<file path="src/verilog/rn_consts.svh">
// ~~~~~~~~~~~~~~~~~~~~~~~~~~~~~~~~~~~~~~~~~~~~~~~~~~~~~~~~~~
// Rename stage constants
// Lane counts and register index widths
// ~~~~~~~~~~~~~~~~~~~~~~~~~~~~~~~~~~~~~~~~~~~~~~~~~~~~~~~~~~

`ifndef RN_CONSTS_SVH
`define RN_CONSTS_SVH

// Instructions renamed per cycle
`define RN_IW 2

// Instructions retired per cycle
`define RN_CW 2

// Physical register index width
`define RN_PRF_AW 6

// Architectural register index width
`define RN_ARF_AW 5

// Physical register count, one per index value
`define RN_N_PRF 64

`endif

</file>
<file path="src/verilog/rn_pkg.sv">
// ~~~~~~~~~~~~~~~~~~~~~~~~~~~~~~~~~~~~~~~~~~~~~~~~~~~~~~~~~~
// Rename stage types
// Register indices and per-lane masks
// ~~~~~~~~~~~~~~~~~~~~~~~~~~~~~~~~~~~~~~~~~~~~~~~~~~~~~~~~~~

`default_nettype none

`include "rn_consts.svh"

package rn_pkg;

   // Index into the physical register file
   typedef logic [`RN_PRF_AW-1:0] prf_idx_t;

   // Architectural register number from decode
   typedef logic [`RN_ARF_AW-1:0] arf_idx_t;

   // One bit per lane
   // Issue and commit widths are equal, so one type serves both
   typedef logic [`RN_IW-1:0] lane_mask_t;

endpackage

`default_nettype wire

</file>
<file path="src/verilog/rn_cmt_if.sv">
// ~~~~~~~~~~~~~~~~~~~~~~~~~~~~~~~~~~~~~~~~~~~~~~~~~~~~~~~~~~
// Commit bundle from the reorder buffer
// Feeds the free list and the map table
// ~~~~~~~~~~~~~~~~~~~~~~~~~~~~~~~~~~~~~~~~~~~~~~~~~~~~~~~~~~

`timescale 1ns/100ps
`default_nettype none

`include "rn_consts.svh"

interface rn_cmt_if ();
   import rn_pkg::*;

   // Lane retires this cycle
   lane_mask_t fire;
   // Retiring instruction wrote a register
   lane_mask_t prd_we;
   // Destination, its physical register and the one it displaced
   arf_idx_t   lrd   [`RN_CW];
   prf_idx_t   prd   [`RN_CW];
   prf_idx_t   pfree [`RN_CW];

   // Filled from the top-level ports
   modport src (output fire, prd_we, lrd, prd, pfree);

   // Free lists only care about physical numbers
   modport fl  (input fire, prd_we, prd, pfree);

   // Architectural map needs the destination too
   modport rat (input fire, prd_we, lrd, prd);

endinterface

`default_nettype wire

</file>
<file path="src/verilog/prio_enc_gs.sv">
// ~~~~~~~~~~~~~~~~~~~~~~~~~~~~~~~~~~~~~~~~~~~~~~~~~~~~~~~~~~
// Priority encoder, lowest set bit wins
// gs flags a non-empty input
// ~~~~~~~~~~~~~~~~~~~~~~~~~~~~~~~~~~~~~~~~~~~~~~~~~~~~~~~~~~

`timescale 1ns/100ps
`default_nettype none

`include "rn_consts.svh"

module prio_enc_gs
(
   input  logic [`RN_N_PRF-1:0] din,
   output rn_pkg::prf_idx_t     dout,
   output logic                 gs
);
   import rn_pkg::*;

   // Scan from the top so the lowest hit is the last write
   always_comb
      begin
         dout = '0;
         for (int i = `RN_N_PRF - 1; i >= 0; i--)
            begin
               if (din[i])
                  dout = prf_idx_t'(i);
            end
      end

   // Any bit set
   assign gs = |din;

endmodule

`default_nettype wire

</file>
<file path="src/verilog/rn_fl.sv">
// ~~~~~~~~~~~~~~~~~~~~~~~~~~~~~~~~~~~~~~~~~~~~~~~~~~~~~~~~~~
// Physical register free lists, speculative and committed
// Two-lane allocation with stall and rollback restore
// ~~~~~~~~~~~~~~~~~~~~~~~~~~~~~~~~~~~~~~~~~~~~~~~~~~~~~~~~~~

`timescale 1ns/100ps
`default_nettype none

`include "rn_consts.svh"

module rn_fl
(
   input  logic               clk,
   input  logic               rst,
   input  rn_pkg::lane_mask_t pop,
   input  rn_pkg::lane_mask_t lrd_we,
   input  logic               rollback,
   rn_cmt_if.fl               cmt,
   output logic               fl_stall_req,
   output rn_pkg::prf_idx_t   fl_prd [`RN_IW]
);
   import rn_pkg::*;

   localparam int N_ARF = 1 << `RN_ARF_AW;
   // Single-bit mask, shifted to a register number
   localparam logic [`RN_N_PRF-1:0] FL_ONE = {{(`RN_N_PRF-1){1'b0}}, 1'b1};
   // Low registers hold the identity mapping out of reset
   localparam logic [`RN_N_PRF-1:0] FL_RST = {{(`RN_N_PRF-N_ARF){1'b1}}, {N_ARF{1'b0}}};

   // Bit set means the register is free
   logic [`RN_N_PRF-1:0] fl_q;
   logic [`RN_N_PRF-1:0] fl_nxt;
   logic [`RN_N_PRF-1:0] afl_q;
   logic [`RN_N_PRF-1:0] afl_nxt;
   // Lane 1 sees the list minus lane 0's pick
   logic [`RN_N_PRF-1:0] fl_l1;
   prf_idx_t             sel_prd0;
   prf_idx_t             sel_prd1;
   lane_mask_t           gs;

   // Lane 0 pick
   prio_enc_gs u_penc_l0
   (
      .din  (fl_q),
      .dout (sel_prd0),
      .gs   (gs[0])
   );

   // Knock out lane 0's choice even if lane 0 does not write
   assign fl_l1 = fl_q & ~(FL_ONE << sel_prd0);

   // Lane 1 pick
   prio_enc_gs u_penc_l1
   (
      .din  (fl_l1),
      .dout (sel_prd1),
      .gs   (gs[1])
   );

   assign fl_prd[0] = sel_prd0;
   assign fl_prd[1] = sel_prd1;

   // Writer with nothing left to take
   assign fl_stall_req = |(lrd_we & ~gs);

   // Speculative list
   always_comb
      begin
         fl_nxt = fl_q;
         // Allocate accepted destinations
         for (int j = 0; j < `RN_IW; j++)
            begin
               if (pop[j] && lrd_we[j])
                  fl_nxt = fl_nxt & ~(FL_ONE << fl_prd[j]);
            end
         // Displaced mapping is dead once its overwriter retires
         for (int j = 0; j < `RN_CW; j++)
            begin
               if (cmt.fire[j] && cmt.prd_we[j])
                  fl_nxt = fl_nxt | (FL_ONE << cmt.pfree[j]);
            end
      end

   // Architectural list, commits only
   always_comb
      begin
         afl_nxt = afl_q;
         for (int j = 0; j < `RN_CW; j++)
            begin
               if (cmt.fire[j] && cmt.prd_we[j])
                  begin
                     afl_nxt = afl_nxt & ~(FL_ONE << cmt.prd[j]);
                     afl_nxt = afl_nxt | (FL_ONE << cmt.pfree[j]);
                  end
            end
      end

   // Rollback takes the committed copy as it stood before this edge
   always_ff @(posedge clk)
      begin
         if (rst)
            begin
               fl_q  <= FL_RST;
               afl_q <= FL_RST;
            end
         else
            begin
               fl_q  <= rollback ? afl_q : fl_nxt;
               afl_q <= afl_nxt;
            end
      end

endmodule

`default_nettype wire

</file>
<file path="src/verilog/rn_rat.sv">
// ~~~~~~~~~~~~~~~~~~~~~~~~~~~~~~~~~~~~~~~~~~~~~~~~~~~~~~~~~~
// Register alias tables, speculative and committed
// Source lookup with lane 0 bypass, rollback restore
// ~~~~~~~~~~~~~~~~~~~~~~~~~~~~~~~~~~~~~~~~~~~~~~~~~~~~~~~~~~

`timescale 1ns/100ps
`default_nettype none

`include "rn_consts.svh"

module rn_rat
(
   input  logic               clk,
   input  logic               rst,
   input  rn_pkg::lane_mask_t pop,
   input  rn_pkg::lane_mask_t lrd_we,
   input  rn_pkg::arf_idx_t   lrd   [`RN_IW],
   input  rn_pkg::arf_idx_t   lrs1  [`RN_IW],
   input  rn_pkg::arf_idx_t   lrs2  [`RN_IW],
   input  rn_pkg::prf_idx_t   prd   [`RN_IW],
   input  logic               rollback,
   rn_cmt_if.rat              cmt,
   output rn_pkg::prf_idx_t   prs1  [`RN_IW],
   output rn_pkg::prf_idx_t   prs2  [`RN_IW],
   output rn_pkg::prf_idx_t   pfree [`RN_IW]
);
   import rn_pkg::*;

   localparam int N_ARF = 1 << `RN_ARF_AW;

   // Speculative map, updated at rename
   prf_idx_t rat_q  [N_ARF];
   // Committed map, updated at retire
   prf_idx_t arat_q [N_ARF];

   // Lane 1 operand matches lane 0's destination
   logic byp_rs1;
   logic byp_rs2;
   logic byp_rd;

   assign byp_rs1 = lrd_we[0] && (lrs1[1] == lrd[0]);
   assign byp_rs2 = lrd_we[0] && (lrs2[1] == lrd[0]);
   assign byp_rd  = lrd_we[0] && (lrd[1] == lrd[0]);

   // Lane 0 reads the table directly
   assign prs1[0]  = rat_q[lrs1[0]];
   assign prs2[0]  = rat_q[lrs2[0]];
   assign pfree[0] = rat_q[lrd[0]];

   // Lane 1 sees lane 0's fresh mapping
   assign prs1[1]  = byp_rs1 ? prd[0] : rat_q[lrs1[1]];
   assign prs2[1]  = byp_rs2 ? prd[0] : rat_q[lrs2[1]];
   // Same destination twice, lane 1 displaces lane 0's register
   assign pfree[1] = byp_rd  ? prd[0] : rat_q[lrd[1]];

   // Speculative table
   always_ff @(posedge clk)
      begin
         if (rst)
            begin
               for (int i = 0; i < N_ARF; i++)
                  rat_q[i] <= prf_idx_t'(i);
            end
         else if (rollback)
            rat_q <= arat_q;
         else
            begin
               // Lane order, so lane 1 wins a shared destination
               for (int j = 0; j < `RN_IW; j++)
                  begin
                     if (pop[j] && lrd_we[j])
                        rat_q[lrd[j]] <= prd[j];
                  end
            end
      end

   // Committed table
   always_ff @(posedge clk)
      begin
         if (rst)
            begin
               for (int i = 0; i < N_ARF; i++)
                  arat_q[i] <= prf_idx_t'(i);
            end
         else
            begin
               // Older lane first
               for (int j = 0; j < `RN_CW; j++)
                  begin
                     if (cmt.fire[j] && cmt.prd_we[j])
                        arat_q[cmt.lrd[j]] <= cmt.prd[j];
                  end
            end
      end

endmodule

`default_nettype wire

</file>
<file path="src/verilog/rn_top.sv">
// ~~~~~~~~~~~~~~~~~~~~~~~~~~~~~~~~~~~~~~~~~~~~~~~~~~~~~~~~~~
// Register rename stage, two lanes
// Free list and alias table behind a valid/stall handshake
// ~~~~~~~~~~~~~~~~~~~~~~~~~~~~~~~~~~~~~~~~~~~~~~~~~~~~~~~~~~

`timescale 1ns/100ps
`default_nettype none

`include "rn_consts.svh"

module rn_top
(
   input  logic                         clk,
   input  logic                         rst,
   // Rename group, lane 0 in the low bits
   input  logic                         in_valid,
   input  logic [`RN_IW-1:0]            in_lrd_we,
   input  logic [`RN_IW*`RN_ARF_AW-1:0] in_lrd,
   input  logic [`RN_IW*`RN_ARF_AW-1:0] in_lrs1,
   input  logic [`RN_IW*`RN_ARF_AW-1:0] in_lrs2,
   output logic                         in_stall,
   // Same-cycle results
   output logic [`RN_IW*`RN_PRF_AW-1:0] out_prd,
   output logic [`RN_IW*`RN_PRF_AW-1:0] out_pfree,
   output logic [`RN_IW*`RN_PRF_AW-1:0] out_prs1,
   output logic [`RN_IW*`RN_PRF_AW-1:0] out_prs2,
   // Reorder buffer side
   input  logic                         rollback,
   input  logic [`RN_CW-1:0]            cmt_fire,
   input  logic [`RN_CW-1:0]            cmt_prd_we,
   input  logic [`RN_CW*`RN_ARF_AW-1:0] cmt_lrd,
   input  logic [`RN_CW*`RN_PRF_AW-1:0] cmt_prd,
   input  logic [`RN_CW*`RN_PRF_AW-1:0] cmt_pfree
);
   import rn_pkg::*;

   lane_mask_t pop;
   logic       fl_stall_req;
   arf_idx_t   lrd   [`RN_IW];
   arf_idx_t   lrs1  [`RN_IW];
   arf_idx_t   lrs2  [`RN_IW];
   prf_idx_t   fl_prd [`RN_IW];
   prf_idx_t   prs1  [`RN_IW];
   prf_idx_t   prs2  [`RN_IW];
   prf_idx_t   pfree [`RN_IW];

   rn_cmt_if cmt_if ();

   // Whole group goes or waits
   assign in_stall = fl_stall_req;
   assign pop      = {`RN_IW{in_valid & ~fl_stall_req}};

   // Unpack issue lanes, pack results
   for (genvar i = 0; i < `RN_IW; i++)
      begin : g_lane
         assign lrd[i]  = in_lrd [i*`RN_ARF_AW +: `RN_ARF_AW];
         assign lrs1[i] = in_lrs1[i*`RN_ARF_AW +: `RN_ARF_AW];
         assign lrs2[i] = in_lrs2[i*`RN_ARF_AW +: `RN_ARF_AW];
         assign out_prd  [i*`RN_PRF_AW +: `RN_PRF_AW] = fl_prd[i];
         assign out_pfree[i*`RN_PRF_AW +: `RN_PRF_AW] = pfree[i];
         assign out_prs1 [i*`RN_PRF_AW +: `RN_PRF_AW] = prs1[i];
         assign out_prs2 [i*`RN_PRF_AW +: `RN_PRF_AW] = prs2[i];
      end

   // Commit bundle
   assign cmt_if.fire   = cmt_fire;
   assign cmt_if.prd_we = cmt_prd_we;
   for (genvar j = 0; j < `RN_CW; j++)
      begin : g_cmt
         assign cmt_if.lrd[j]   = cmt_lrd  [j*`RN_ARF_AW +: `RN_ARF_AW];
         assign cmt_if.prd[j]   = cmt_prd  [j*`RN_PRF_AW +: `RN_PRF_AW];
         assign cmt_if.pfree[j] = cmt_pfree[j*`RN_PRF_AW +: `RN_PRF_AW];
      end

   rn_fl u_fl
   (
      .clk          (clk),
      .rst          (rst),
      .pop          (pop),
      .lrd_we       (in_lrd_we),
      .rollback     (rollback),
      .cmt          (cmt_if.fl),
      .fl_stall_req (fl_stall_req),
      .fl_prd       (fl_prd)
   );

   rn_rat u_rat
   (
      .clk      (clk),
      .rst      (rst),
      .pop      (pop),
      .lrd_we   (in_lrd_we),
      .lrd      (lrd),
      .lrs1     (lrs1),
      .lrs2     (lrs2),
      .prd      (fl_prd),
      .rollback (rollback),
      .cmt      (cmt_if.rat),
      .prs1     (prs1),
      .prs2     (prs2),
      .pfree    (pfree)
   );

endmodule

`default_nettype wire

</file>
<file path="config.mk">
export PLATFORM = sky130hd
export DESIGN_NAME = rn_top
export DESIGN_NICKNAME = d
export VERILOG_FILES = /design/src/verilog/rn_pkg.sv /design/src/verilog/rn_cmt_if.sv /design/src/verilog/prio_enc_gs.sv /design/src/verilog/rn_fl.sv /design/src/verilog/rn_rat.sv /design/src/verilog/rn_top.sv
export VERILOG_INCLUDE_DIRS = /design/src /design/src/verilog
export SDC_FILE = /design/constraint.sdc
export NUM_CORES = 2
export LEC_CHECK = 0
export BUFFER_PORTS_ARGS = -buffer_cell sky130_fd_sc_hd__buf_2
export CAP_MARGIN = 20
export CORE_MARGIN = 10
export CORE_UTILIZATION = 37
export DETAILED_ROUTE_END_ITERATION = 7
export GPL_TIMING_DRIVEN = 0
export REMOVE_ABC_BUFFERS = 1
export SLEW_MARGIN = 20
export SYNTH_ARGS = -nofsm -noshare
export SYNTH_HDL_FRONTEND = slang
export SYNTH_HIERARCHICAL = 1
export SYNTH_SLANG_ARGS = --single-unit
</file>
<file path="constraint.sdc">
create_clock -name clk -period 10.5 [get_ports clk]
set_input_delay 0.525 -clock clk [delete_from_list [all_inputs] [get_ports clk]]
set_output_delay 0.525 -clock clk [all_outputs]
set_load 0.02 [all_outputs]
</file>
* Word-level counts from Yosys, hierarchy flattened
Index checks and enable logic that the tools add are counted.
Widths: inputs -> output; s select.
** Storage, ports and cells
- Output and inout port bits :: 49
- Register bits :: 512
- Input port bits :: 74
- Logic and storage cells :: 301
** Operators by class
- $lt $le $gt $ge :: 12
- Bitwise operators :: 24
- Equality and inequality tests :: 3
- Mux-type cells :: 176
- Reductions and logical operators :: 14
- Shifts and indexed selects :: 6
** Operators with widths (count)
- $mux 192 :: 8
- $mux 6 :: 147
- $bwmux 192 :: 4
- $mux 64 :: 7
- $shl 1x6->64 const A :: 6
- $and 64x64->64 :: 4
- $not 64->64 :: 4
- $or 64x64->64 :: 4
- $bmux 6 s5 :: 6
- $reduce_or 64->1 :: 2
- $demux 6 s5 :: 4
- $ge 6x6->1 const B :: 8
- $not 5->6 :: 8
- $lt 6x1->1 const B :: 4
- $eq 5x5->1 :: 3
- $logic_and 1x1->1 :: 11
- $and 2x2->2 :: 1
- $not 2->2 :: 1
- $reduce_or 2->1 :: 1
- $and 1x1->1 :: 1
- $not 1->1 :: 1

* Longest topological paths before layout
- Depth in word-level cells :: 140
- Depth in mapped cells :: 24
- Mapped depth without buffers :: 20

* Hierarchy
Netlist, hierarchy kept.
** By module, submodules not included
- rn_rat :: area each 29375.7 um2, cells an instance 3216, seq. area each 7687.4 um2, times used 1
- rn_fl :: area each 8520.7 um2, cells an instance 1101, seq. area each 2562.5 um2, times used 1
- prio_enc_gs :: area each 887.1 um2, cells an instance 145, seq. area each 0.0 um2, times used 2
- rn_top :: area each 13.8 um2, cells an instance 1, seq. area each 0.0 um2, times used 1

* Worst setup path after synthesis
Ideal clock, no wire load.
- Path kind :: reg-to-reg
- Start :: register u_fl.fl_q[15]
- End :: register u_rat/rat_q[191] in the netlist's numbering
- Cell stages (with the launch flop) :: 23
- Required time :: 10.430 ns
- Arrival :: 6.233 ns
- Path buffers :: 4
- Setup time :: 0.070 ns
- Period minus slack after synthesis :: 6.303 ns
- Setup slack :: 4.197 ns
- Cells stage by stage :: dfxtp_1 or4_4 nor2b_2 nand3_1 nor4_1 buf_2 buf_1 nand4_1 o21a_1 or4_4 nor4b_4 nand3_2 nor2_2 nand3b_1 o22ai_1 nor2b_4 and4bb_1 buf_2 buf_2 nand2_1 mux2i_1 a221o_1 a21oi_1
** On the way
- Elaborated cells between the ends (all ways) :: 99
- Those cells by class :: shift: 1; mux: 87; bitwise: 6; reduce/logical: 5
** RTL lines
- start, declared :: line rn_fl.sv:31 : logic [`RN_N_PRF-1:0] fl_q;
- start signal, assigned :: line rn_fl.sv:108 : fl_q <= rollback ? afl_q : fl_nxt;
- $mux 6 * (16 in a row) :: line prio_enc_gs.sv:25 : if (din[i])
- net out_prd[5] :: line rn_top.sv:23 : output logic [`RN_IW*`RN_PRF_AW-1:0] out_prd,
- $shl 1x6->64 * :: line rn_fl.sv:50 : assign fl_l1 = fl_q & ~(FL_ONE << sel_prd0);
- $not 64->64 * :: line rn_fl.sv:50
- $and 64x64->64 * :: line rn_fl.sv:50
- net u_fl.fl_l1[62] :: line rn_fl.sv:36 : logic [`RN_N_PRF-1:0] fl_l1;
- $reduce_or 64->1 * :: line prio_enc_gs.sv:31 : assign gs = |din;
- net u_fl.gs[1] :: line rn_fl.sv:39 : lane_mask_t gs;
- [... 3 more ...]
- net in_stall :: line rn_top.sv:21 : output logic in_stall,
- [... 2 more ...]
- net pop[0] :: line rn_top.sv:37 : lane_mask_t pop;
- $logic_and 1x1->1 :: line rn_rat.sv:71 : if (pop[j] && lrd_we[j])
- $mux 192 :: line rn_rat.sv:71
- $mux 192 :: line rn_rat.sv:64 : else if (rollback)
- $mux 192 :: line rn_rat.sv:59 : if (rst)
- $bwmux 192 :: line rn_rat.sv:72 : rat_q[lrd[j]] <= prd[j];
- $mux 192 * :: line rn_rat.sv:71
- $mux 192 * :: line rn_rat.sv:64
- end signal, assigned by index :: line rn_rat.sv:62 : rat_q[i] <= prf_idx_t'(i);
- end signal, assigned :: line rn_rat.sv:65 : rat_q <= arat_q;
- end signal, assigned by index :: line rn_rat.sv:72
- end, declared :: line rn_rat.sv:32 : prf_idx_t rat_q [N_ARF];
The timed path passes the listed nets; every way through them passes the cells marked *. The select of a mux whose other input is x is not followed.
A chain may end at the register's enable or synchronous reset.

* Final worst setup path
- Start :: register u_fl.fl_q[15]
- End :: register u_rat/rat_q[85] in the netlist's numbering
** On the way
- Elaborated cells between the ends (all ways) :: 99
- Those cells by class :: shift: 1; mux: 87; bitwise: 6; reduce/logical: 5
** RTL lines
- $mux 6 * (16 in a row) :: line prio_enc_gs.sv:25
- $shl 1x6->64 * :: line rn_fl.sv:50
- $not 64->64 * :: line rn_fl.sv:50
- $and 64x64->64 * :: line rn_fl.sv:50
- net u_fl.fl_l1[23] :: line rn_fl.sv:36
- $reduce_or 64->1 * :: line prio_enc_gs.sv:31
- net u_fl.gs[1] :: line rn_fl.sv:39
- $not 2->2 * :: line rn_fl.sv:64 : assign fl_stall_req = |(lrd_we & ~gs);
- [... 4 more ...]
- net pop[0] :: line rn_top.sv:37
- $logic_and 1x1->1 :: line rn_rat.sv:71
- $mux 192 :: line rn_rat.sv:71
- $mux 192 :: line rn_rat.sv:64
- $mux 192 :: line rn_rat.sv:59
- $bwmux 192 :: line rn_rat.sv:72
- $mux 192 * :: line rn_rat.sv:71
- $mux 192 * :: line rn_rat.sv:64
Marked as above.

==> impl_metrics.json <==
{
  "post_cts_buffers": 0,
  "cts-root-buf": "clkbuf_16",
  "cts_resized": 0,
  "cts_hold_buf": 0,
  "grt_pass1_wl_microns": 279000,
  "drv_slew": 0,
  "min_period_ns": 7.07,
  "worst_setup_path_start_kind": "flop",
  "final.setup_skew_ns": 0.0593,
  "fin_util_pct": 41.1,
  "hold_path_depth": 2,
  "ys_warn_count": 6,
  "syn_to_final_growth_pct": 10.5,
  "yosysUniqueCellTypes": 98,
  "irDropWorstVdd_v": 0.000138,
  "crit_type": "flop to flop",
  "maxSlewHeadroom_pct": 20.0,
  "drt-vias-per-instance": 7.12,
  "io_pins": 123,
  "dr_wl_met3_microns": 24200,
  "drc": 0,
  "path_cells": "or4_4, nor2b_2, nand3_1, nor4_2, buf_4, nor2_1, and3_1, a21boi_0, nor4_1, nand2_1, nor2_1, nand3b_1, o22ai_1, nor2b_4, nand4b_4, nor4b_4, mux2i_1, a221o_1, a21oi_2",
  "place_area_sq_um": 41900,
  "die_area_sq_um": 121000,
  "crit_fanout": 31,
  "wirelength_microns": 197000,
  "cts_tree": "done",
  "cp.depth": 19,
  "clkSlewWorstSetupHoldPaths_ns": 0.06,
  "pwr_density_cell_nw_per_um2": 124,
  "dp_hpwl_microns": 139000,
  "cpPeakStageDelay_ns": 0.82,
  "finalNetCount": 4474,
  "stdcell_area_sq_um": 43900,
  "gp_congestion": 1.06,
  "layout-drive-gt1-share_pct": 17.6,
  "final_common_cell": "dfxtp_1",
  "r2r_slack_ns": 3.43,
  "min_path_type": "primary input to flop",
  "critical_path_arrival_ns": 7.70,
  "antenna_found_initial": 18,
  "routedWlPerCell_microns": 33.7,
  "fin_crit_sh_pct": 67.4,
  "clk_latency_ns": 0.71,
  "rr_worst_depth": 19,
  "synth_seq_area_share_pct": 25.8,
  "worst_pin_slew_ns": 1.20,
  "holdWs_ns": 0.273,
  "detailedPlace.worstSlack_ns": 3.55,
  "rsz0062_at_grt": "no",
  "synth_edf_count": 0,
  "rows": 120,
  "ant_nets": 0,
  "clock_sinks": 512,
  "path_delay_family": "simple AND/OR/NAND/NOR gates",
  "status": "finished clean",
  "final_hold_viol_count": 0,
  "crit_path_end_kind": "flop",
  "die_h_microns": 347,
  "cts.htree.levels": 2,
  "grt_use_total_pct": 30.8,
  "avgSynthCellArea_sq_um": 8.61,
  "max_freq_ghz": 0.141,
  "setup_ws_ns": 3.43,
  "finalSetupTns_ns": 0,
  "ys_seq_elements": 512,
  "top_layer": "met5",
  "drt_iter0_markers": 6853,
  "wl_met2_microns": 82900,
  "cts_made_buffers": 57,
  "path_buf_inv": 1,
  "met1Wirelength_microns": 76600,
  "dr.pass1.iters": 6,
  "grt_overflow": 0,
  "setup_viol": 0,
  "synthFlopType": "dfxtp_1",
  "die_w_microns": 347,
  "grt_pass1_vias": 38017,
  "syn-cell-area_sq_um": 39700,
  "cpMaxStageDelayCell": "nand4b_4",
  "crit_top_cell": "nor2_1",
  "maxCapViolations": 0,
  "postSynth.asyncResetShare_pct": 0,
  "final_cell_mix": "dfxtp_1, nor2_1, nand2_1",
  "vias": 41684,
  "clk_path_buf_depth": 3,
  "cp.required_ns": 11.12,
  "port_buffers": 122,
  "grt_max_degree": 133,
  "core_area_sq_um": 107000,
  "initial_core_util_pct": 37.2,
  "power_leakage_nw": 14.3,
  "synthesis.instances": 4608
}
==> logic make-up (layout without fill, tap and decap cells) <==
| group | Yosys count | after routing | share of synthesized area (%) |
|---|---|---|---|
| AO/OA/AOI/OAI | 1292 | 1292 | 23.7 |
| XOR/XNOR | 15 | 15 | 0.331 |
| buffers and inverters | 508 | 342 | 5.27 |
| flip-flops | 512 | 512 | 25.8 |
| multiplexers | 600 | 600 | 23.5 |
| other | 0 | 8 | 0 |
| AND/OR/NAND/NOR | 1681 | 1681 | 21.5 |
==> per-stage QoR <==
stage / cells / total power, mW
2_1_floorplan: 4131 / 2.58
4_1_cts: 5845 / 5.37
6_report: 5853 / 5.42
5_1_grt: 5848 / 5.53
3_3_place_gp: 5656 / 3.21
3_5_place_dp: 5744 / 3.32
==> report_power, final <==
part | internal [mW] | switching (mW)
clock network | 1.15 | 0.932
registers | 1.98 | 0.0734
logic | 0.411 | 0.875
==> final cells by class <==
class                           count  area [sq um]
Fill cell                       10570         62900
Multi-Input combinational cell   3588         27700
Sequential cell                   512         10200
Timing Repair Buffer              210          2140
Tap cell                         1403          1760
Clock buffer                       78          1650
Clock inverter                     23           265
Inverter                           31           118
Antenna cell                        8          20.0
==> state kept, by name (all words and copies together), names as in the netlist <==
name,count
u_rat/rat_q,192
u_fl/fl_q,64
u_rat/arat_q,192
u_fl/afl_q,64
==> path summary, 6_finish.rpt <==
kind / start / to
max: u_fl/fl_q[15]$_SDFF_PP0_ / u_rat/rat_q[85]$_SDFF_PP0_
min: rst / u_rat/rat_q[59]$_SDFF_PP0_
max reg2reg: u_fl/fl_q[15]$_SDFF_PP0_ / u_rat/rat_q[85]$_SDFF_PP0_
min reg2reg: u_rat/arat_q[43]$_SDFF_PP0_ / u_rat/rat_q[43]$_SDFF_PP0_
==> routing by layer <==
metal | track usage [%] | vias to the layer above
li1 | - | 17437
met2 | 44.8 | 3214
met4 | 17.7 | 18
met1 | 40.6 | 20333
met3 | 8.28 | 682
met5 | 0 | -
==> cell usage after synthesis, types with 13 or more instances <==
| cell type | instances | share of area, % |
|---|---|---|
| a21oi_1 | 294 | 3.7 |
| a221o_1 | 95 | 2.4 |
| nor2b_1 | 32 | 0.50 |
| nor2_1 | 489 | 4.6 |
| a22o_1 | 20 | 0.44 |
| a21boi_0 | 42 | 0.79 |
| o31ai_1 | 15 | 0.28 |
| a31oi_1 | 37 | 0.58 |
| mux2i_1 | 320 | 8.1 |
| nand2b_1 | 43 | 0.68 |
| nand4bb_1 | 13 | 0.37 |
| clkbuf_1 | 343 | 3.2 |
| o21ai_0 | 121 | 1.5 |
| mux4_2 | 262 | 15 |
| a311oi_1 | 173 | 3.8 |
| nand2_1 | 453 | 4.3 |
| a211o_1 | 82 | 1.8 |
| nand3b_1 | 17 | 0.32 |
| buf_4 | 15 | 0.28 |
| o22ai_1 | 21 | 0.33 |
| buf_1 | 23 | 0.22 |
| nor3_1 | 87 | 1.1 |
| o211ai_1 | 19 | 0.36 |
| nor3b_1 | 19 | 0.36 |
| dfxtp_1 | 512 | 26 |
| nand4b_1 | 19 | 0.42 |
| o221ai_1 | 50 | 1.1 |
| and4b_1 | 15 | 0.38 |
| a22oi_1 | 89 | 1.7 |
| nand3_1 | 185 | 2.3 |
| nand4_1 | 24 | 0.38 |
| buf_2 | 94 | 1.2 |
| or2_2 | 90 | 1.4 |
| a221oi_1 | 40 | 0.88 |
| a211oi_1 | 70 | 1.3 |
| mux2_2 | 18 | 0.51 |
| and3b_1 | 17 | 0.38 |
| inv_1 | 30 | 0.28 |
| o21a_1 | 37 | 0.70 |
| nor4_1 | 46 | 0.73 |
Power figures use the tool's default switching activity.
